### config.mk
export PLATFORM = sky130hd
export DESIGN_NAME = irq_ctrl_top
export DESIGN_NICKNAME = d
export VERILOG_FILES = /design/src/irq_pkg.sv /design/src/irq_apb_regs.sv /design/src/seg_prio_enc.sv /design/src/irq_holdoff_timer.sv /design/src/irq_claim_fsm.sv /design/src/irq_ctrl_top.sv
export SDC_FILE = /design/constraint.sdc
export NUM_CORES = 1
export LEC_CHECK = 0
export BUFFER_PORTS_ARGS = -buffer_cell sky130_fd_sc_hd__buf_2
export CAP_MARGIN = 40
export CORE_ASPECT_RATIO = 1.75
export CORE_MARGIN = 3
export CORE_UTILIZATION = 56
export DETAILED_ROUTE_END_ITERATION = 8
export PLACE_DENSITY_LB_ADDON = 0.3
export SLEW_MARGIN = 20
export SYNTH_ARGS = -nofsm -noshare
export SYNTH_HDL_FRONTEND = slang
export SYNTH_SLANG_ARGS = --single-unit
### constraint.sdc
create_clock -name clk -period 3.87 [get_ports clk]
set_input_delay 0.1935 -clock clk [delete_from_list [all_inputs] [get_ports clk]]
set_output_delay 0.1935 -clock clk [all_outputs]
set_load 0.005 [all_outputs]
### src/irq_pkg.sv
// Shared APB structs, register offsets, encoder result and claim FSM states for the IRQ controller
`default_nettype none

package irq_pkg;

    // APB port widths
    localparam int APB_AW = 4;
    localparam int APB_DW = 32;

    // word offsets of the register map
    localparam logic [APB_AW-1:0] ADDR_PENDING = 4'h0;
    localparam logic [APB_AW-1:0] ADDR_MASK    = 4'h4;
    localparam logic [APB_AW-1:0] ADDR_HOLDOFF = 4'h8;
    localparam logic [APB_AW-1:0] ADDR_CLAIM   = 4'hC;

    // widest source id, claim word holds it in the low bits
    localparam int MAX_ID_W = 5;

    // claim word valid flag position
    localparam int CLAIM_VLD_BIT = 31;

    typedef struct packed {
        logic              psel;
        logic              penable;
        logic              pwrite;
        logic [APB_AW-1:0] paddr;
        logic [APB_DW-1:0] pwdata;
    } apb_req_t;

    typedef struct packed {
        logic [APB_DW-1:0] prdata;
        logic              pready;
        logic              pslverr;
    } apb_rsp_t;

    // encoder output
    typedef struct packed {
        logic                valid;
        logic [MAX_ID_W-1:0] id;
    } prio_res_t;

    typedef enum logic [1:0] {
        IDLE,
        SETTLE,
        READY,
        HOLD
    } claim_state_e;

endpackage

`default_nettype wire

### src/irq_apb_regs.sv
// APB register block holding pending, mask and holdoff, feeding the encoder and the claim FSM
`timescale 1ns/1ps
`default_nettype none

module irq_apb_regs #(
    parameter int NUM_SRC = 16,
    parameter int HOLD_W  = 8
) (
    input  logic               clk,
    input  logic               rst_n,
    input  irq_pkg::apb_req_t  apb_req,
    output irq_pkg::apb_rsp_t  apb_rsp,
    input  logic [NUM_SRC-1:0] irq_src,
    input  irq_pkg::prio_res_t res,
    input  logic               claim_ok,
    output logic [NUM_SRC-1:0] eff,
    output logic               eff_chg,
    output logic               claim_rd,
    output logic [HOLD_W-1:0]  holdoff
);

    logic [NUM_SRC-1:0]         pending_q;
    logic [NUM_SRC-1:0]         pending_d;
    logic [NUM_SRC-1:0]         mask_q;
    logic [NUM_SRC-1:0]         mask_d;
    logic [NUM_SRC-1:0]         clr_vec;
    logic                       access;
    logic                       wr;
    logic                       rd;
    logic                       mapped;
    logic                       err;
    logic                       claim_hit;
    logic [irq_pkg::APB_DW-1:0] claim_word;
    logic [irq_pkg::APB_DW-1:0] rd_data;

    // access phase only, APB never waits
    assign access = apb_req.psel & apb_req.penable;
    assign wr     = access & apb_req.pwrite;
    assign rd     = access & ~apb_req.pwrite;

    always_comb begin
        case (apb_req.paddr)
            irq_pkg::ADDR_PENDING,
            irq_pkg::ADDR_MASK,
            irq_pkg::ADDR_HOLDOFF,
            irq_pkg::ADDR_CLAIM: mapped = 1'b1;
            default:             mapped = 1'b0;
        endcase
    end

    // unmapped offset, or a write to the read-only claim word
    assign err = access & (~mapped | (apb_req.pwrite & (apb_req.paddr == irq_pkg::ADDR_CLAIM)));

    assign claim_rd  = rd & (apb_req.paddr == irq_pkg::ADDR_CLAIM);
    assign claim_hit = claim_rd & claim_ok & res.valid;

    always_comb begin
        claim_word = '0;
        if (claim_ok && res.valid) begin
            claim_word[irq_pkg::CLAIM_VLD_BIT]  = 1'b1;
            claim_word[irq_pkg::MAX_ID_W-1:0] = res.id;
        end
    end

    // w1c from software plus the claimed bit
    always_comb begin
        clr_vec = '0;
        if (wr && (apb_req.paddr == irq_pkg::ADDR_PENDING)) begin
            clr_vec = apb_req.pwdata[NUM_SRC-1:0];
        end
        if (claim_hit) begin
            clr_vec = clr_vec | (NUM_SRC'(1) << res.id);
        end
    end

    // a source still asserted keeps its bit set
    assign pending_d = (pending_q & ~clr_vec) | irq_src;
    assign mask_d    = (wr && (apb_req.paddr == irq_pkg::ADDR_MASK)) ?
                       apb_req.pwdata[NUM_SRC-1:0] : mask_q;

    always_ff @(posedge clk or negedge rst_n) begin
        if (!rst_n) begin
            pending_q <= '0;
            mask_q    <= '0;
            holdoff   <= '0;
        end else begin
            pending_q <= pending_d;
            mask_q    <= mask_d;
            if (wr && (apb_req.paddr == irq_pkg::ADDR_HOLDOFF)) begin
                holdoff <= apb_req.pwdata[HOLD_W-1:0];
            end
        end
    end

    assign eff     = pending_q & mask_q;
    assign eff_chg = (pending_d & mask_d) != eff;

    always_comb begin
        rd_data = '0;
        if (rd && !err) begin
            case (apb_req.paddr)
                irq_pkg::ADDR_PENDING: rd_data[NUM_SRC-1:0] = pending_q;
                irq_pkg::ADDR_MASK:    rd_data[NUM_SRC-1:0] = mask_q;
                irq_pkg::ADDR_HOLDOFF: rd_data[HOLD_W-1:0]  = holdoff;
                irq_pkg::ADDR_CLAIM:   rd_data              = claim_word;
                default:               rd_data              = '0;
            endcase
        end
    end

    assign apb_rsp = '{prdata: rd_data, pready: 1'b1, pslverr: err};

endmodule

`default_nettype wire

### src/seg_prio_enc.sv
// Two-stage segmented priority encoder returning the lowest set index of the masked pending vector
`timescale 1ns/1ps
`default_nettype none

module seg_prio_enc #(
    parameter int NUM_SRC  = 16,
    parameter int SEGMENTS = 4
) (
    input  logic               clk,
    input  logic               rst_n,
    input  logic [NUM_SRC-1:0] eff,
    output irq_pkg::prio_res_t res
);

    localparam int SEG_W = NUM_SRC / SEGMENTS;
    localparam int LOC_W = (SEG_W > 1) ? $clog2(SEG_W) : 1;
    localparam int ID_W  = irq_pkg::MAX_ID_W;

    logic [SEGMENTS-1:0]            seg_vld_d;
    logic [SEGMENTS-1:0]            seg_vld_q;
    logic [SEGMENTS-1:0][LOC_W-1:0] seg_loc_d;
    logic [SEGMENTS-1:0][LOC_W-1:0] seg_loc_q;
    irq_pkg::prio_res_t             res_d;

    // stage one, per segment
    // scan downward so the lowest set bit is the last to write
    always_comb begin
        seg_vld_d = '0;
        seg_loc_d = '0;
        for (int s = 0; s < SEGMENTS; s++) begin
            for (int i = SEG_W - 1; i >= 0; i--) begin
                if (eff[s*SEG_W + i]) begin
                    seg_vld_d[s] = 1'b1;
                    seg_loc_d[s] = LOC_W'(i);
                end
            end
        end
    end

    // stage two, lowest valid segment wins
    always_comb begin
        res_d = '0;
        for (int s = SEGMENTS - 1; s >= 0; s--) begin
            if (seg_vld_q[s]) begin
                res_d.valid = 1'b1;
                res_d.id    = ID_W'(s * SEG_W + int'(seg_loc_q[s]));
            end
        end
    end

    always_ff @(posedge clk or negedge rst_n) begin
        if (!rst_n) begin
            seg_vld_q <= '0;
            seg_loc_q <= '0;
            res       <= '0;
        end else begin
            seg_vld_q <= seg_vld_d;
            seg_loc_q <= seg_loc_d;
            res       <= res_d;
        end
    end

endmodule

`default_nettype wire

### src/irq_holdoff_timer.sv
// Down-counter timing the encoder settle window and the post-claim holdoff
`timescale 1ns/1ps
`default_nettype none

module irq_holdoff_timer #(
    parameter int HOLD_W = 8
) (
    input  logic              clk,
    input  logic              rst_n,
    input  logic              start,
    input  logic [HOLD_W-1:0] len,
    output logic              done
);

    // one extra bit for len plus 2
    localparam int CNT_W = HOLD_W + 1;

    logic [CNT_W-1:0] cnt_q;

    // the extra 2 cycles cover the encoder pipeline
    always_ff @(posedge clk or negedge rst_n) begin
        if (!rst_n) begin
            cnt_q <= '0;
        end else if (start) begin
            cnt_q <= CNT_W'(len) + CNT_W'(2);
        end else if (cnt_q != '0) begin
            cnt_q <= cnt_q - CNT_W'(1);
        end
    end

    // high in the cycle whose edge takes the count to zero
    assign done = (cnt_q == CNT_W'(1));

endmodule

`default_nettype wire

### src/irq_claim_fsm.sv
// Claim state machine gating irq until the encoder settles and honoring claims only in READY
`timescale 1ns/1ps
`default_nettype none

module irq_claim_fsm #(
    parameter int HOLD_W = 8
) (
    input  logic               clk,
    input  logic               rst_n,
    input  logic               eff_chg,
    input  logic               claim_rd,
    input  irq_pkg::prio_res_t res,
    input  logic [HOLD_W-1:0]  holdoff,
    input  logic               done,
    output logic               start,
    output logic [HOLD_W-1:0]  len,
    output logic               claim_ok,
    output logic               irq
);

    irq_pkg::claim_state_e state_q;
    irq_pkg::claim_state_e state_d;
    logic                  take;

    assign claim_ok = (state_q == irq_pkg::READY);
    assign irq      = claim_ok & res.valid;
    assign take     = claim_ok & claim_rd;

    always_comb begin
        state_d = state_q;
        start   = 1'b0;
        len     = '0;
        case (state_q)
            irq_pkg::IDLE: begin
                if (eff_chg) begin
                    state_d = irq_pkg::SETTLE;
                    start   = 1'b1;
                end
            end
            irq_pkg::SETTLE: begin
                // another change restarts the settle window
                if (eff_chg) begin
                    start = 1'b1;
                end else if (done) begin
                    state_d = irq_pkg::READY;
                end
            end
            irq_pkg::READY: begin
                if (take) begin
                    state_d = irq_pkg::HOLD;
                    start   = 1'b1;
                    len     = holdoff;
                end else if (eff_chg) begin
                    state_d = irq_pkg::SETTLE;
                    start   = 1'b1;
                end
            end
            irq_pkg::HOLD: begin
                // eff changes here ride out the holdoff
                if (done) begin
                    state_d = irq_pkg::READY;
                end
            end
            default: state_d = irq_pkg::IDLE;
        endcase
    end

    always_ff @(posedge clk or negedge rst_n) begin
        if (!rst_n) begin
            state_q <= irq_pkg::IDLE;
        end else begin
            state_q <= state_d;
        end
    end

endmodule

`default_nettype wire

### src/irq_ctrl_top.sv
// IRQ controller top level that sets the parameters and wires regs, encoder, FSM and timer
`timescale 1ns/1ps
`default_nettype none

module irq_ctrl_top #(
    parameter int NUM_SRC  = 16,
    parameter int SEGMENTS = 4,
    parameter int HOLD_W   = 8
) (
    input  logic               clk,
    input  logic               rst_n,
    input  irq_pkg::apb_req_t  apb_req,
    output irq_pkg::apb_rsp_t  apb_rsp,
    input  logic [NUM_SRC-1:0] irq_src,
    output logic               irq
);

    logic [NUM_SRC-1:0] eff;
    logic               eff_chg;
    logic               claim_rd;
    logic               claim_ok;
    logic [HOLD_W-1:0]  holdoff;
    logic [HOLD_W-1:0]  len;
    logic               start;
    logic               done;
    irq_pkg::prio_res_t res;

    irq_apb_regs #(
        .NUM_SRC (NUM_SRC),
        .HOLD_W  (HOLD_W)
    ) i_regs (
        .clk      (clk),
        .rst_n    (rst_n),
        .apb_req  (apb_req),
        .apb_rsp  (apb_rsp),
        .irq_src  (irq_src),
        .res      (res),
        .claim_ok (claim_ok),
        .eff      (eff),
        .eff_chg  (eff_chg),
        .claim_rd (claim_rd),
        .holdoff  (holdoff)
    );

    seg_prio_enc #(
        .NUM_SRC  (NUM_SRC),
        .SEGMENTS (SEGMENTS)
    ) i_enc (
        .clk   (clk),
        .rst_n (rst_n),
        .eff   (eff),
        .res   (res)
    );

    irq_claim_fsm #(
        .HOLD_W (HOLD_W)
    ) i_fsm (
        .clk      (clk),
        .rst_n    (rst_n),
        .eff_chg  (eff_chg),
        .claim_rd (claim_rd),
        .res      (res),
        .holdoff  (holdoff),
        .done     (done),
        .start    (start),
        .len      (len),
        .claim_ok (claim_ok),
        .irq      (irq)
    );

    irq_holdoff_timer #(
        .HOLD_W (HOLD_W)
    ) i_timer (
        .clk   (clk),
        .rst_n (rst_n),
        .start (start),
        .len   (len),
        .done  (done)
    );

endmodule

`default_nettype wire

======== After elaboration in Yosys (flattened, before gate mapping) ========
Cells that the tools add are included.
word-level totals
  bits in read-only memories .............. 0
  memories ................................ 0
  logic and storage cells ................. 115
  input port bits ......................... 57
  RAM bits ................................ 0
  flip-flop bits (word level) ............. 69
  output and inout port bits .............. 35
  bits in latches ......................... 0
operators by class
  bitwise operators ....................... 18
  muxes and demuxes ....................... 58
  magnitude comparators ................... 0
  div/mod/pow operators ................... 0
  multiply operators ...................... 0
  shift-type cells ........................ 1
  equal/unequal tests ..................... 9
  add/sub/neg operators ................... 5
  reductions and logical operators ........ 12
operators with widths
  cell                                                                 count
  16-bit 2-to-1 mux                                                    4
  16-bit AND                                                           3
  2-bit 2-to-1 mux                                                     20
  32-bit 2-to-1 mux                                                    1
  16-bit OR                                                            2
  8-bit one-hot mux with 4 select lines                                1
  6-bit 2-to-1 mux                                                     4
  1-bit 2-to-1 mux                                                     20
  9-bit 2-to-1 mux                                                     2
  8-bit 2-to-1 mux                                                     2
  16-bit != test                                                       1
  16-bit inverter                                                      1
  8-bit one-hot mux with 2 select lines                                1
  1-bit by 5-bit left shift with 16-bit output (first input constant)  1
  4-bit by 2-bit adder with 5-bit output (first input constant)        2
  8-bit by 2-bit adder with 9-bit output (second input constant)       1
  1-bit AND                                                            9
  9-bit by 1-bit == test with 1-bit output (second input constant)     1
  9-bit nonzero test                                                   1
  9-bit by 1-bit subtractor with 9-bit output (second input constant)  1
  4-bit == test (second input constant)                                2
  2-bit one-hot mux with 4 select lines                                1
  1-bit logical AND                                                    5
  5-bit 2-to-1 mux                                                     1
  other kinds (14)                                                     16

======== Depth between registers and ports, before layout ========
Gate-level depths: netlist of the first run.
  word-level depth ........................ 15
  mapped depth ............................ 13
  gate-level depth less buffers ........... 9

======== Hierarchy ========
From an unflattened synthesis of the first run, not the netlist that was laid out.
unflattened totals
  cell total of the unflattened synthesis .. 545
  area total of the unflattened synthesis .. 4,769.6 sq um
modules (own cells, without submodules)
  module             area each (sq um)  instances  seq. area each (sq um)  cells each
  irq_apb_regs       3,291.9            1          1,001.0                 393
  seg_prio_enc       691.9              1          425.4                   65
  irq_holdoff_timer  606.8              1          225.2                   65
  irq_claim_fsm      178.9              1          50.0                    22

======== Least setup slack after synthesis of the first run ========
No wires, ideal clock.
  path kind ............................... reg-to-reg
  from .................................... reg i_fsm.state_q[0]
  to ...................................... reg i_timer.cnt_q[0]
  arrival time ............................ 2,747 ps
  library setup time ...................... 126 ps
  path slack .............................. 997 ps
  required time ........................... 3,744 ps
  cell stages (with the launch flop) ...... 13
  buffers on the path ..................... 4
  clock period less this slack ............ 2,873 ps
  cell sequence ........................... dfrtp_1 -> clkbuf_1 -> and3b_1 -> buf_2 -> buf_2 -> nand4_1 -> a21o_1 -> a311oi_1 -> nand4_1 -> or3_1 -> o21a_1 -> buf_6 -> o32a_1
between the ends
  word-level cells in the longest chain between the ends .. 13
  elaborated cells between the ends (all ways) .. 20
  those cells by class .................... add/sub (1); eq/ne (3); mux (7); bitwise (6); reduce/logical (3)
RTL lines
  item                                                           RTL line                                                       text
  start, declared                                                irq_claim_fsm.sv:21                                            irq_pkg::claim_state_e state_q;
  start signal, assigned                                         irq_claim_fsm.sv:70                                            state_q <= irq_pkg::IDLE;
  start signal, assigned                                         irq_claim_fsm.sv:72                                            state_q <= state_d;
  2-bit == test *                                                irq_claim_fsm.sv:25                                            assign claim_ok = (state_q == irq_pkg::READY);
  1-bit AND * (2 in series)                                      irq_apb_regs.sv:55                                             assign claim_hit = claim_rd & claim_ok & res.valid;
  16-bit 2-to-1 mux *                                            irq_apb_regs.sv:71                                             if (claim_hit) begin
  16-bit inverter *                                              irq_apb_regs.sv:77                                             assign pending_d = (pending_q & ~clr_vec) | irq_src;
  16-bit AND *                                                   irq_apb_regs.sv:77
  16-bit OR *                                                    irq_apb_regs.sv:77
  named net i_regs.pending_d[1]                                  irq_apb_regs.sv:23                                             logic [NUM_SRC-1:0] pending_d;
  16-bit AND *                                                   irq_apb_regs.sv:96                                             assign eff_chg = (pending_d & mask_d) != eff;
  16-bit != test *                                               irq_apb_regs.sv:96
  1-bit 2-to-1 mux *                                             irq_claim_fsm.sv:35, irq_claim_fsm.sv:42, irq_claim_fsm.sv:53
  1-bit 2-to-1 mux                                               irq_claim_fsm.sv:49                                            if (take) begin
  1-bit one-hot mux with 2 select lines *                        irq_claim_fsm.sv:33                                            case (state_q)
  9-bit 2-to-1 mux / 2-bit nonzero test (equally long branches)  --
  end signal, assigned                                           irq_holdoff_timer.sv:25                                        cnt_q <= CNT_W'(len) + CNT_W'(2);
  end signal, assigned                                           irq_holdoff_timer.sv:27                                        cnt_q <= cnt_q - CNT_W'(1);
  end, declared                                                  irq_holdoff_timer.sv:18                                        logic [CNT_W-1:0] cnt_q;
The timed path passes the listed nets; every way through them passes the cells marked *.
A chain may end at the register's enable or synchronous reset.

======== Worst setup path after layout of the first run ========
Ends and elaborated chain as after synthesis.

==> impl_metrics.ini, run 1 <==
[power_and_ir_drop]
ir_drop_mv = 0.337
swShare_pct = 35.4
powerDensity_nw_per_um2 = 493
p_leak_uw = 0.00221
p_int_uw = 1590
pwr-share-clk_pct = 31.1
pwr-share-comb_pct = 28.1
switchingPower_uw = 873
seqPwrFrac_pct = 40.8
finalPower_uw = 2470

[clocking]
cts_setup_buffers = 0
h-tree-depth = 3
cts.sink_count = 68
clock_latency_ps = 340
cts_tree = done
cts_buffer_depth = 2
cts.clk_slew.worst_paths_ps = 50
numCtsBuffers = 9
root_buffer = clkbuf_16

[final_layout]
regArea_um2 = 1700
final_common_cell = dfrtp_1
most-common-layout-cells = 68 x dfrtp_1, 65 x nand2_1, 59 x buf_2
drive_gt1_share_pct = 20.7
n_fill_cell = 670
nets = 608
multiInputGateArea_um2 = 2510
syn2layout_area_growth_pct = 12.3
antennaDiodeCount = 0

[setup_path]
cp.required_ps = 4090
rr_startpoint = i_fsm.state_q[0]
startpoint_type = flip-flop
path_cells = and3b_1 > buf_4 > nand4_1 > a31o_2 > a32oi_1 > nand4_1 > or3_1 > o21a_1 > o32a_1
arrival_ps = 3810
crit_path_start = i_fsm.state_q[0]
critPathKind = reg2reg
slowest_delay_ps = 640
cpMostUsedCell = nand4_1
cp_slowest_cell = and3b_1
worst_setup_path_end_kind = flip-flop
path_max_fanout = 14

[grt]
grt_max_degree = 40
grt_pass1_wl_um = 21700
grt_use_total_pct = 32.1
grt_overflow = 0
antenna_found_initial = 0
grt_pass1_vias = 4192

[floorplan]
dieWidth_um = 73.4
die_y_um = 124
initial_core_util_pct = 58.0
pin_count = 92
rows = 42
die_area_um2 = 9100
coreArea_um2 = 7670

[routing]
antenna_left = 0
wl_met3_um = 1060
vias = 4260
highest_layer = met4
routed_wl_um = 14100
viasPerCell = 6.67
wl_met1_um = 4840
wl_met2_um = 7300
routedWlPerCell_um = 22.0
drc = 0
drt-pass1-iter-count = 6
drt_first_iter_violations = 399

[synth]
synth_cells = 496
ys_types = 70
ys_seq_elements = 68
synthTopCellsByArea = dfrtp_1 38%, nand2_1 5.5%, mux2_2 3.8%, nand4_1 3.8%, nor2_1 3.5%
synth_edf_count = 0
ys_seq_area_share_pct = 38.2
avgSynthCellArea_um2 = 8.98
synth_top_flop_cell = dfrtp_1
yosysTopAreaCellShare_pct = 38.2
yosysTopAreaCell = dfrtp_1
syn_area_um2 = 4450
async_flop_share_pct = 100
yosysWarnings = 0

[sta]
drv_slew = 0
relSlewSlack_pct = 52.8
fmax_ghz = 0.278
post-route-min-period_ps = 3600
hold_ws_ps = 78.9
setup-violations-final = 0
finalCritPeriodShare_pct = 93.0
setup_slack_ps = 272
skew_ps = 6.40
hold_viol_final = 0
rsz0062_at_grt = false
setup_tns_ps = 0
worst_slew_pin_slew_ps = 708

[place]
portBuffers = 59
gp_congestion = 1.04
pre_cts_slack_ps = 354
place_hpwl_um = 10300

[hold_path]
min_path_type = in2reg
worstHoldStart = irq_src[4]

[job]
drv_cap = 0

[status]
outcome = completed
## power by group through the flow
stage	Clock [µW]	Combinational [µW]	Sequential, µW
floorplan	0	542	931
global placement	0	656	1000
detailed placement	0	681	1010
CTS	773	688	999
global route	798	764	1020
finish	767	694	1010
## cell type report
type	count	share of cell area (%)
multi-input cells	391	50.2
flip-flops and latches	68	34.0
repair buffers	68	7.31
clock buffers	12	5.33
well taps	88	2.20
inverters	10	0.751
clock inverters	2	0.200
## worst max-delay path: cells and delay by family, from the launching register on
family | cells | cell delay [ps]
flip-flops | 1 | 460
buffers and inverters | 1 | 250
AO/OA/AOI/OAI | 4 | 1210
AND/OR/NAND/NOR | 4 | 1540
## sequential cells by signal, indices dropped and copies added, names as in the netlist
name,cells
i_enc.seg_loc_q,8
i_regs.mask_q,16
i_enc.seg_vld_q,4
i_timer.cnt_q,9
i_regs.holdoff,8
i_enc.res,5
i_fsm.state_q,2
i_regs.pending_q,16
## per-layer routing
layer	vias to the layer above	track usage, %
met5	-	0
met4	0	18.0
met3	71	6.06
met2	241	57.0
met1	2009	35.0
li1	1939	-
## Yosys cell counts (6+ instances only)
| cell | instances |
|---|---|
| buf_2 | 6 |
| o22ai_1 | 12 |
| a31o_2 | 8 |
| nor3_1 | 6 |
| nand2_1 | 65 |
| nand4_1 | 27 |
| a21oi_1 | 17 |
| a22oi_1 | 15 |
| o21ai_0 | 13 |
| buf_4 | 20 |
| inv_1 | 10 |
| nand3_1 | 19 |
| and2_1 | 6 |
| dfrtp_1 | 68 |
| nor2_1 | 41 |
| xor2_1 | 6 |
| mux2i_1 | 12 |
| clkbuf_1 | 11 |
| mux2_2 | 15 |
| a211oi_1 | 8 |
## what timing repair did
item                      CTS  global route
gates resized for setup     0             0
hold buffers                1             0
hold endpoints to repair   29             0
## logic make-up (layout without fill, tap and decap cells)
group,after synthesis,in the layout,synth area share (%)
AOI/OAI and AO/OA,117,117,18.6
xor gates and xnor gates,9,9,1.77
adders and majority gates,3,3,0.843
buffers and inverters,51,92,6.66
DFF,68,68,38.2
muxes,29,29,7.17
other,2,16,0.169
and+or+nand+nor,217,217,26.6
## per-stage QoR
| step | instances | area (µm²) | util, % |
|---|---|---|---|
| final | 639 | 5000 | 65.1 |
| after global routing | 639 | 5000 | 65.1 |
| after global placement | 624 | 4710 | 61.4 |
| after detailed placement | 624 | 4710 | 61.4 |
| after floorplan | 510 | 4510 | - |
| after CTS | 639 | 5000 | 65.1 |
## final timing paths
path	slack [ps]	endpoint	cells after the start
max in group asynchronous	2450	i_enc.seg_loc_q[1]	3
worst min register to register	460	i_enc.res[1]	2
worst max register to register	270	i_timer.cnt_q[0]	9
worst min-delay path	80	i_regs.pending_q[4]	3
worst max-delay path	270	i_timer.cnt_q[0]	9
min in group asynchronous	440	i_regs.holdoff[6]	2
No activity file was read; power rests on OpenSTA's default activity.
==> run 2, diff against run 1 <==
--- a/config.mk
+++ b/config.mk
@@ -10,6 +10,7 @@
 export CORE_ASPECT_RATIO = 1.75
 export CORE_MARGIN = 3
 export CORE_UTILIZATION = 56
+export CTS_BUF_LIST = sky130_fd_sc_hd__clkbuf_16
 export DETAILED_ROUTE_END_ITERATION = 8
 export PLACE_DENSITY_LB_ADDON = 0.3
 export SLEW_MARGIN = 20
==> run 2 against run 1 <==
Compared with the run above:
- non-clock buffer count did not move
- sequential cell count stayed put
- die area unchanged
- first-iteration DRC count decreased by 12%
- combinational power about the same
- critical path type unchanged
- largest power group unchanged
==> impl_metrics.ini, run 2 (same netlist as run 1, synthesis figures left out) <==
[grt]
grt_pass1_wl_um = 21500
antenna_found_initial = 0
grt_pass1_vias = 4215
grt_max_degree = 40
grt_use_total_pct = 31.7
grt_overflow = 0

[sta]
hold_ws_ps = 81.6
post-route-min-period_ps = 3630
setup_tns_ps = 0
skew_ps = 6.64
relSlewSlack_pct = 53.5
setup-violations-final = 0
fmax_ghz = 0.276
finalCritPeriodShare_pct = 93.8
hold_viol_final = 0
worst_slew_pin_slew_ps = 697
drv_slew = 0
rsz0062_at_grt = false

[setup_path]
arrival_ps = 3840
startpoint_type = flip-flop
path_buf_inv = 1
slowest_delay_ps = 660
crit_path_start = i_fsm.state_q[0]
cpMostUsedCell = nand4_1
path_cells = and3b_1 > buf_4 > nand4_1 > a31o_2 > a32oi_1 > nand4_1 > or3_1 > o21a_1 > o32a_1
critPathTopFamily = simple AND/OR/NAND/NOR gates
cp.required_ps = 4080
worst_setup_path_end_kind = flip-flop
path_max_fanout = 14
cp_slowest_cell = and3b_1
rr_startpoint = i_fsm.state_q[0]
critPathKind = reg2reg

[clocking]
h-tree-depth = 3
cts.clk_slew.worst_paths_ps = 50
cts_resized = 0
cts.sink_count = 68
numCtsBuffers = 9
cts_tree = done
clock_latency_ps = 330
cts_setup_buffers = 0
hold_buffers = 1
cts_buffer_depth = 2
root_buffer = clkbuf_16

[routing]
drc = 0
drt_first_iter_violations = 353
viasPerCell = 6.58
routed_wl_um = 13900
vias = 4202
routedWlPerCell_um = 21.7
antenna_left = 0
drt-pass1-iter-count = 5

[hold_path]
min_path_type = in2reg
worstHoldStart = irq_src[12]

[final_layout]
most-common-layout-cells = 68 x dfrtp_1, 65 x nand2_1, 59 x buf_2
multiInputGateArea_um2 = 2510
final_common_cell = dfrtp_1
syn2layout_area_growth_pct = 11.6
n_fill_cell = 680
regArea_um2 = 1700
top_regs = i_regs.mask_q x16, i_regs.pending_q x16, i_timer.cnt_q x9
nets = 608
final_util_pct = 64.8
antennaDiodeCount = 0
fin_cells = 639
final_area_um2 = 4970
drive_gt1_share_pct = 20.1

[floorplan]
dieWidth_um = 73.4
initial_core_util_pct = 58.0
die_area_um2 = 9100
coreArea_um2 = 7670
rows = 42
pin_count = 92
die_y_um = 124

[place]
portBuffers = 59
dpl_cell_area_um2 = 4710
place_inst = 624
place_hpwl_um = 10300
gp_congestion = 1.04

[status]
outcome = completed

[power_and_ir_drop]
ir_drop_mv = 0.336
powerDensity_nw_per_um2 = 482
p_leak_uw = 0.00219

[job]
drv_cap = 0
-- run 2: cell count changes in the layout (fill, tap and decap cells not counted), sizes merged --
cell,previous run,this run
clkinv,2,5
clkbuf,12,9
-- run 2: final cells by class --
class	count	area share [%]
clock buffers	9	4.53
clock inverters	5	0.428
inverters	10	0.755
multi-input cells	391	50.5
flip-flops and latches	68	34.2
well taps	88	2.22
repair buffers	68	7.35
-- run 2: power by group --
| group | switching [µW] | internal, µW |
|---|---|---|
| clock | 285 | 416 |
| combinational | 406 | 285 |
| sequential | 172 | 832 |
| total | 864 | 1530 |
-- run 2: path summary, 6_finish.rpt --
kind / endpoint / cells after the start / slack, ps
setup reg to reg: i_timer.cnt_q[0] / 9 / 240
hold / removal: i_regs.pending_q[12] / 2 / 80
min in group asynchronous: i_timer.cnt_q[7] / 2 / 440
setup / recovery: i_timer.cnt_q[0] / 9 / 240
hold reg to reg: i_enc.res[1] / 2 / 460
max in group asynchronous: i_regs.mask_q[8] / 3 / 2460
-- run 2: through the flow --
| stage | total power, µW | worst slack (ps) |
|---|---|---|
| 3_3_place_gp | 1660 | 407 |
| 2_1_floorplan | 1470 | 997 |
| 3_5_place_dp | 1690 | 354 |
| 6_report | 2400 | 240 |
| 5_1_grt | 2520 | 182 |
| 4_1_cts | 2390 | 338 |
-- run 2: worst register-to-register path, stage by stage (launching register included) --
cell	delay, ps
dfrtp_1	450
and3b_1	660
buf_4	260
nand4_1	130
a31o_2	310
a32oi_1	190
nand4_1	290
or3_1	500
o21a_1	340
o32a_1	380
-- run 2: per-layer routing --
layer	vias up	global-route usage (%)	wire length [µm]
li1	1929	-	-
met1	1953	34.2	4770
met2	255	55.7	7160
met4	0	20.2	889
met5	-	0	0
met3	65	5.41	1070
==> run 3, diff against run 2 <==
--- a/config.mk
+++ b/config.mk
@@ -5,11 +5,11 @@
 export SDC_FILE = /design/constraint.sdc
 export NUM_CORES = 1
 export LEC_CHECK = 0
-export BUFFER_PORTS_ARGS = -buffer_cell sky130_fd_sc_hd__buf_2
+export BUFFER_PORTS_ARGS = -buffer_cell sky130_fd_sc_hd__buf_4
 export CAP_MARGIN = 40
 export CORE_ASPECT_RATIO = 1.75
 export CORE_MARGIN = 3
-export CORE_UTILIZATION = 56
+export CORE_UTILIZATION = 60
 export CTS_BUF_LIST = sky130_fd_sc_hd__clkbuf_16
 export DETAILED_ROUTE_END_ITERATION = 8
 export PLACE_DENSITY_LB_ADDON = 0.3
==> constraint.sdc (replaced) <==
create_clock -name clk -period 4.6 [get_ports clk]
set_input_delay 0.23 -clock clk [delete_from_list [all_inputs] [get_ports clk]]
set_output_delay 0.23 -clock clk [all_outputs]
set_load 0.005 [all_outputs]
==> run 3 against run 2 <==
Compared with the run above:
- non-clock buffer count shrank 4
- via count grew 2.2%
- combinational power shrank 17%
- global-route usage grew 2.1 points
- sequential cell count is the same
- die area shrank 6.2%
- highest routed layer unchanged
==> impl_metrics.ini, run 3 (same netlist as run 1, synthesis figures left out) <==
[status]
outcome = completed

[sta]
finalCritPeriodShare_pct = 80.2
setup_tns_ps = 0
skew_ps = 5.19
drv_slew = 0
fmax_ghz = 0.271
rsz0062_at_grt = false
hold_viol_final = 0
post-route-min-period_ps = 3690
setup-violations-final = 0
relSlewSlack_pct = 50.6
worst_slew_pin_slew_ps = 742

[floorplan]
rows = 41
die_y_um = 120
dieWidth_um = 71.1
initial_core_util_pct = 61.6
pin_count = 92
die_area_um2 = 8530
coreArea_um2 = 7230

[routing]
routed_wl_um = 14100
drc = 0
antenna_left = 0
vias = 4294
drt-pass1-iter-count = 5
drt_first_iter_violations = 377
viasPerCell = 6.76
routedWlPerCell_um = 22.1

[setup_path]
startpoint_type = flip-flop
r2r_setup_slack_ps = 910
cp.required_ps = 4820
rr_startpoint = i_fsm.state_q[0]
crit_path_start = i_fsm.state_q[0]
arrival_ps = 3910
rr_worst_depth = 8
r2r-end = i_timer.cnt_q[0]
path_max_fanout = 18
critPathKind = reg2reg
worst_setup_path_end_kind = flip-flop

[clocking]
cts.clk_slew.worst_paths_ps = 60
numCtsBuffers = 9
cts_resized = 0
cts.sink_count = 68
root_buffer = clkbuf_16
clock_latency_ps = 340
h-tree-depth = 3
cts_buffer_depth = 2
cts_tree = done

[grt]
antenna_found_initial = 0
grt_pass1_vias = 4305
grt_overflow = 0
grt_max_degree = 69
grt_pass1_wl_um = 21900
grt_use_total_pct = 33.8

[place]
place_hpwl_um = 10000
place_inst = 617
portBuffers = 59
gp_congestion = 0.970

[final_layout]
antennaDiodeCount = 0
final_common_cell = dfrtp_1
syn2layout_area_growth_pct = 15.7
drive_gt1_share_pct = 20.0
nets = 604
fin_cells = 635
most-common-layout-cells = 68 x dfrtp_1, 65 x nand2_1, 62 x buf_4
top_regs = i_regs.mask_q x16, i_regs.pending_q x16, i_timer.cnt_q x9

[power_and_ir_drop]
p_leak_uw = 0.00223
ir_drop_mv = 0.315
powerDensity_nw_per_um2 = 410

[job]
drv_cap = 0

[hold_path]
min_to = i_regs.pending_q[9]
hold_depth = 2
worstHoldStart = irq_src[9]
min_path_type = in2reg
[run 3: power by group]
group | switching (µW) | internal, µW
logic | 326 | 247
clock network | 264 | 416
registers | 160 | 699
total | 751 | 1360
[run 3: area by class of cell]
cell class                      count  area (µm²)
Tap cell                           86         108
Timing Repair Buffer               64         503
Sequential cell                    68        1700
Fill cell                         574        2080
Clock inverter                      7        67.6
Multi-Input combinational cell    391        2510
Clock buffer                        9         225
Inverter                           10        37.5
[run 3: critical path, cell delays in order, from the launching register on]
cell	delay, ps
dfrtp_1	460
and3b_1	730
nand4_1	320
o22a_1	290
a2111oi_2	290
nand4_1	280
or3_1	480
o21a_1	330
o32a_1	370
[run 3: what timing repair did]
| action | in CTS | in global routing |
|---|---|---|
| hold buffers | 0 | 1 |
| hold endpoints to repair | 0 | 10 |
| setup buffers | 0 | 0 |
[run 3: worst max-delay path by stage]
| stage | slack (ps) | end |
|---|---|---|
| 2_1_floorplan | 1730 | i_timer.cnt_q[0] |
| 3_3_place_gp | 1030 | i_timer.cnt_q[0] |
| 3_5_place_dp | 970 | i_timer.cnt_q[0] |
| 4_1_cts | 950 | i_timer.cnt_q[0] |
| 5_1_grt | 780 | i_timer.cnt_q[0] |
| 6_report | 910 | i_timer.cnt_q[0] |
[run 3: layer usage]
layer  vias up  routed length, µm  track usage, %
li1       1928                  -               -
met1      2045               4880            39.5
met2       273               7400            57.6
met3        48               1120            5.11
met4         0                655            19.4
met5         -                  0               0
[run 3: metrics by stage]
step	area, µm²	setup slack, ps	util (%)	power [µW]	hold slack, ps
after global placement	4820	1030	66.6	1400	384
after global routing	5150	778	71.2	2220	111
after detailed placement	4820	966	66.6	1420	401
final	5150	909	71.2	2110	102
after floorplan	4510	1730	-	1240	-65.6
after CTS	5110	948	70.7	2100	46.9
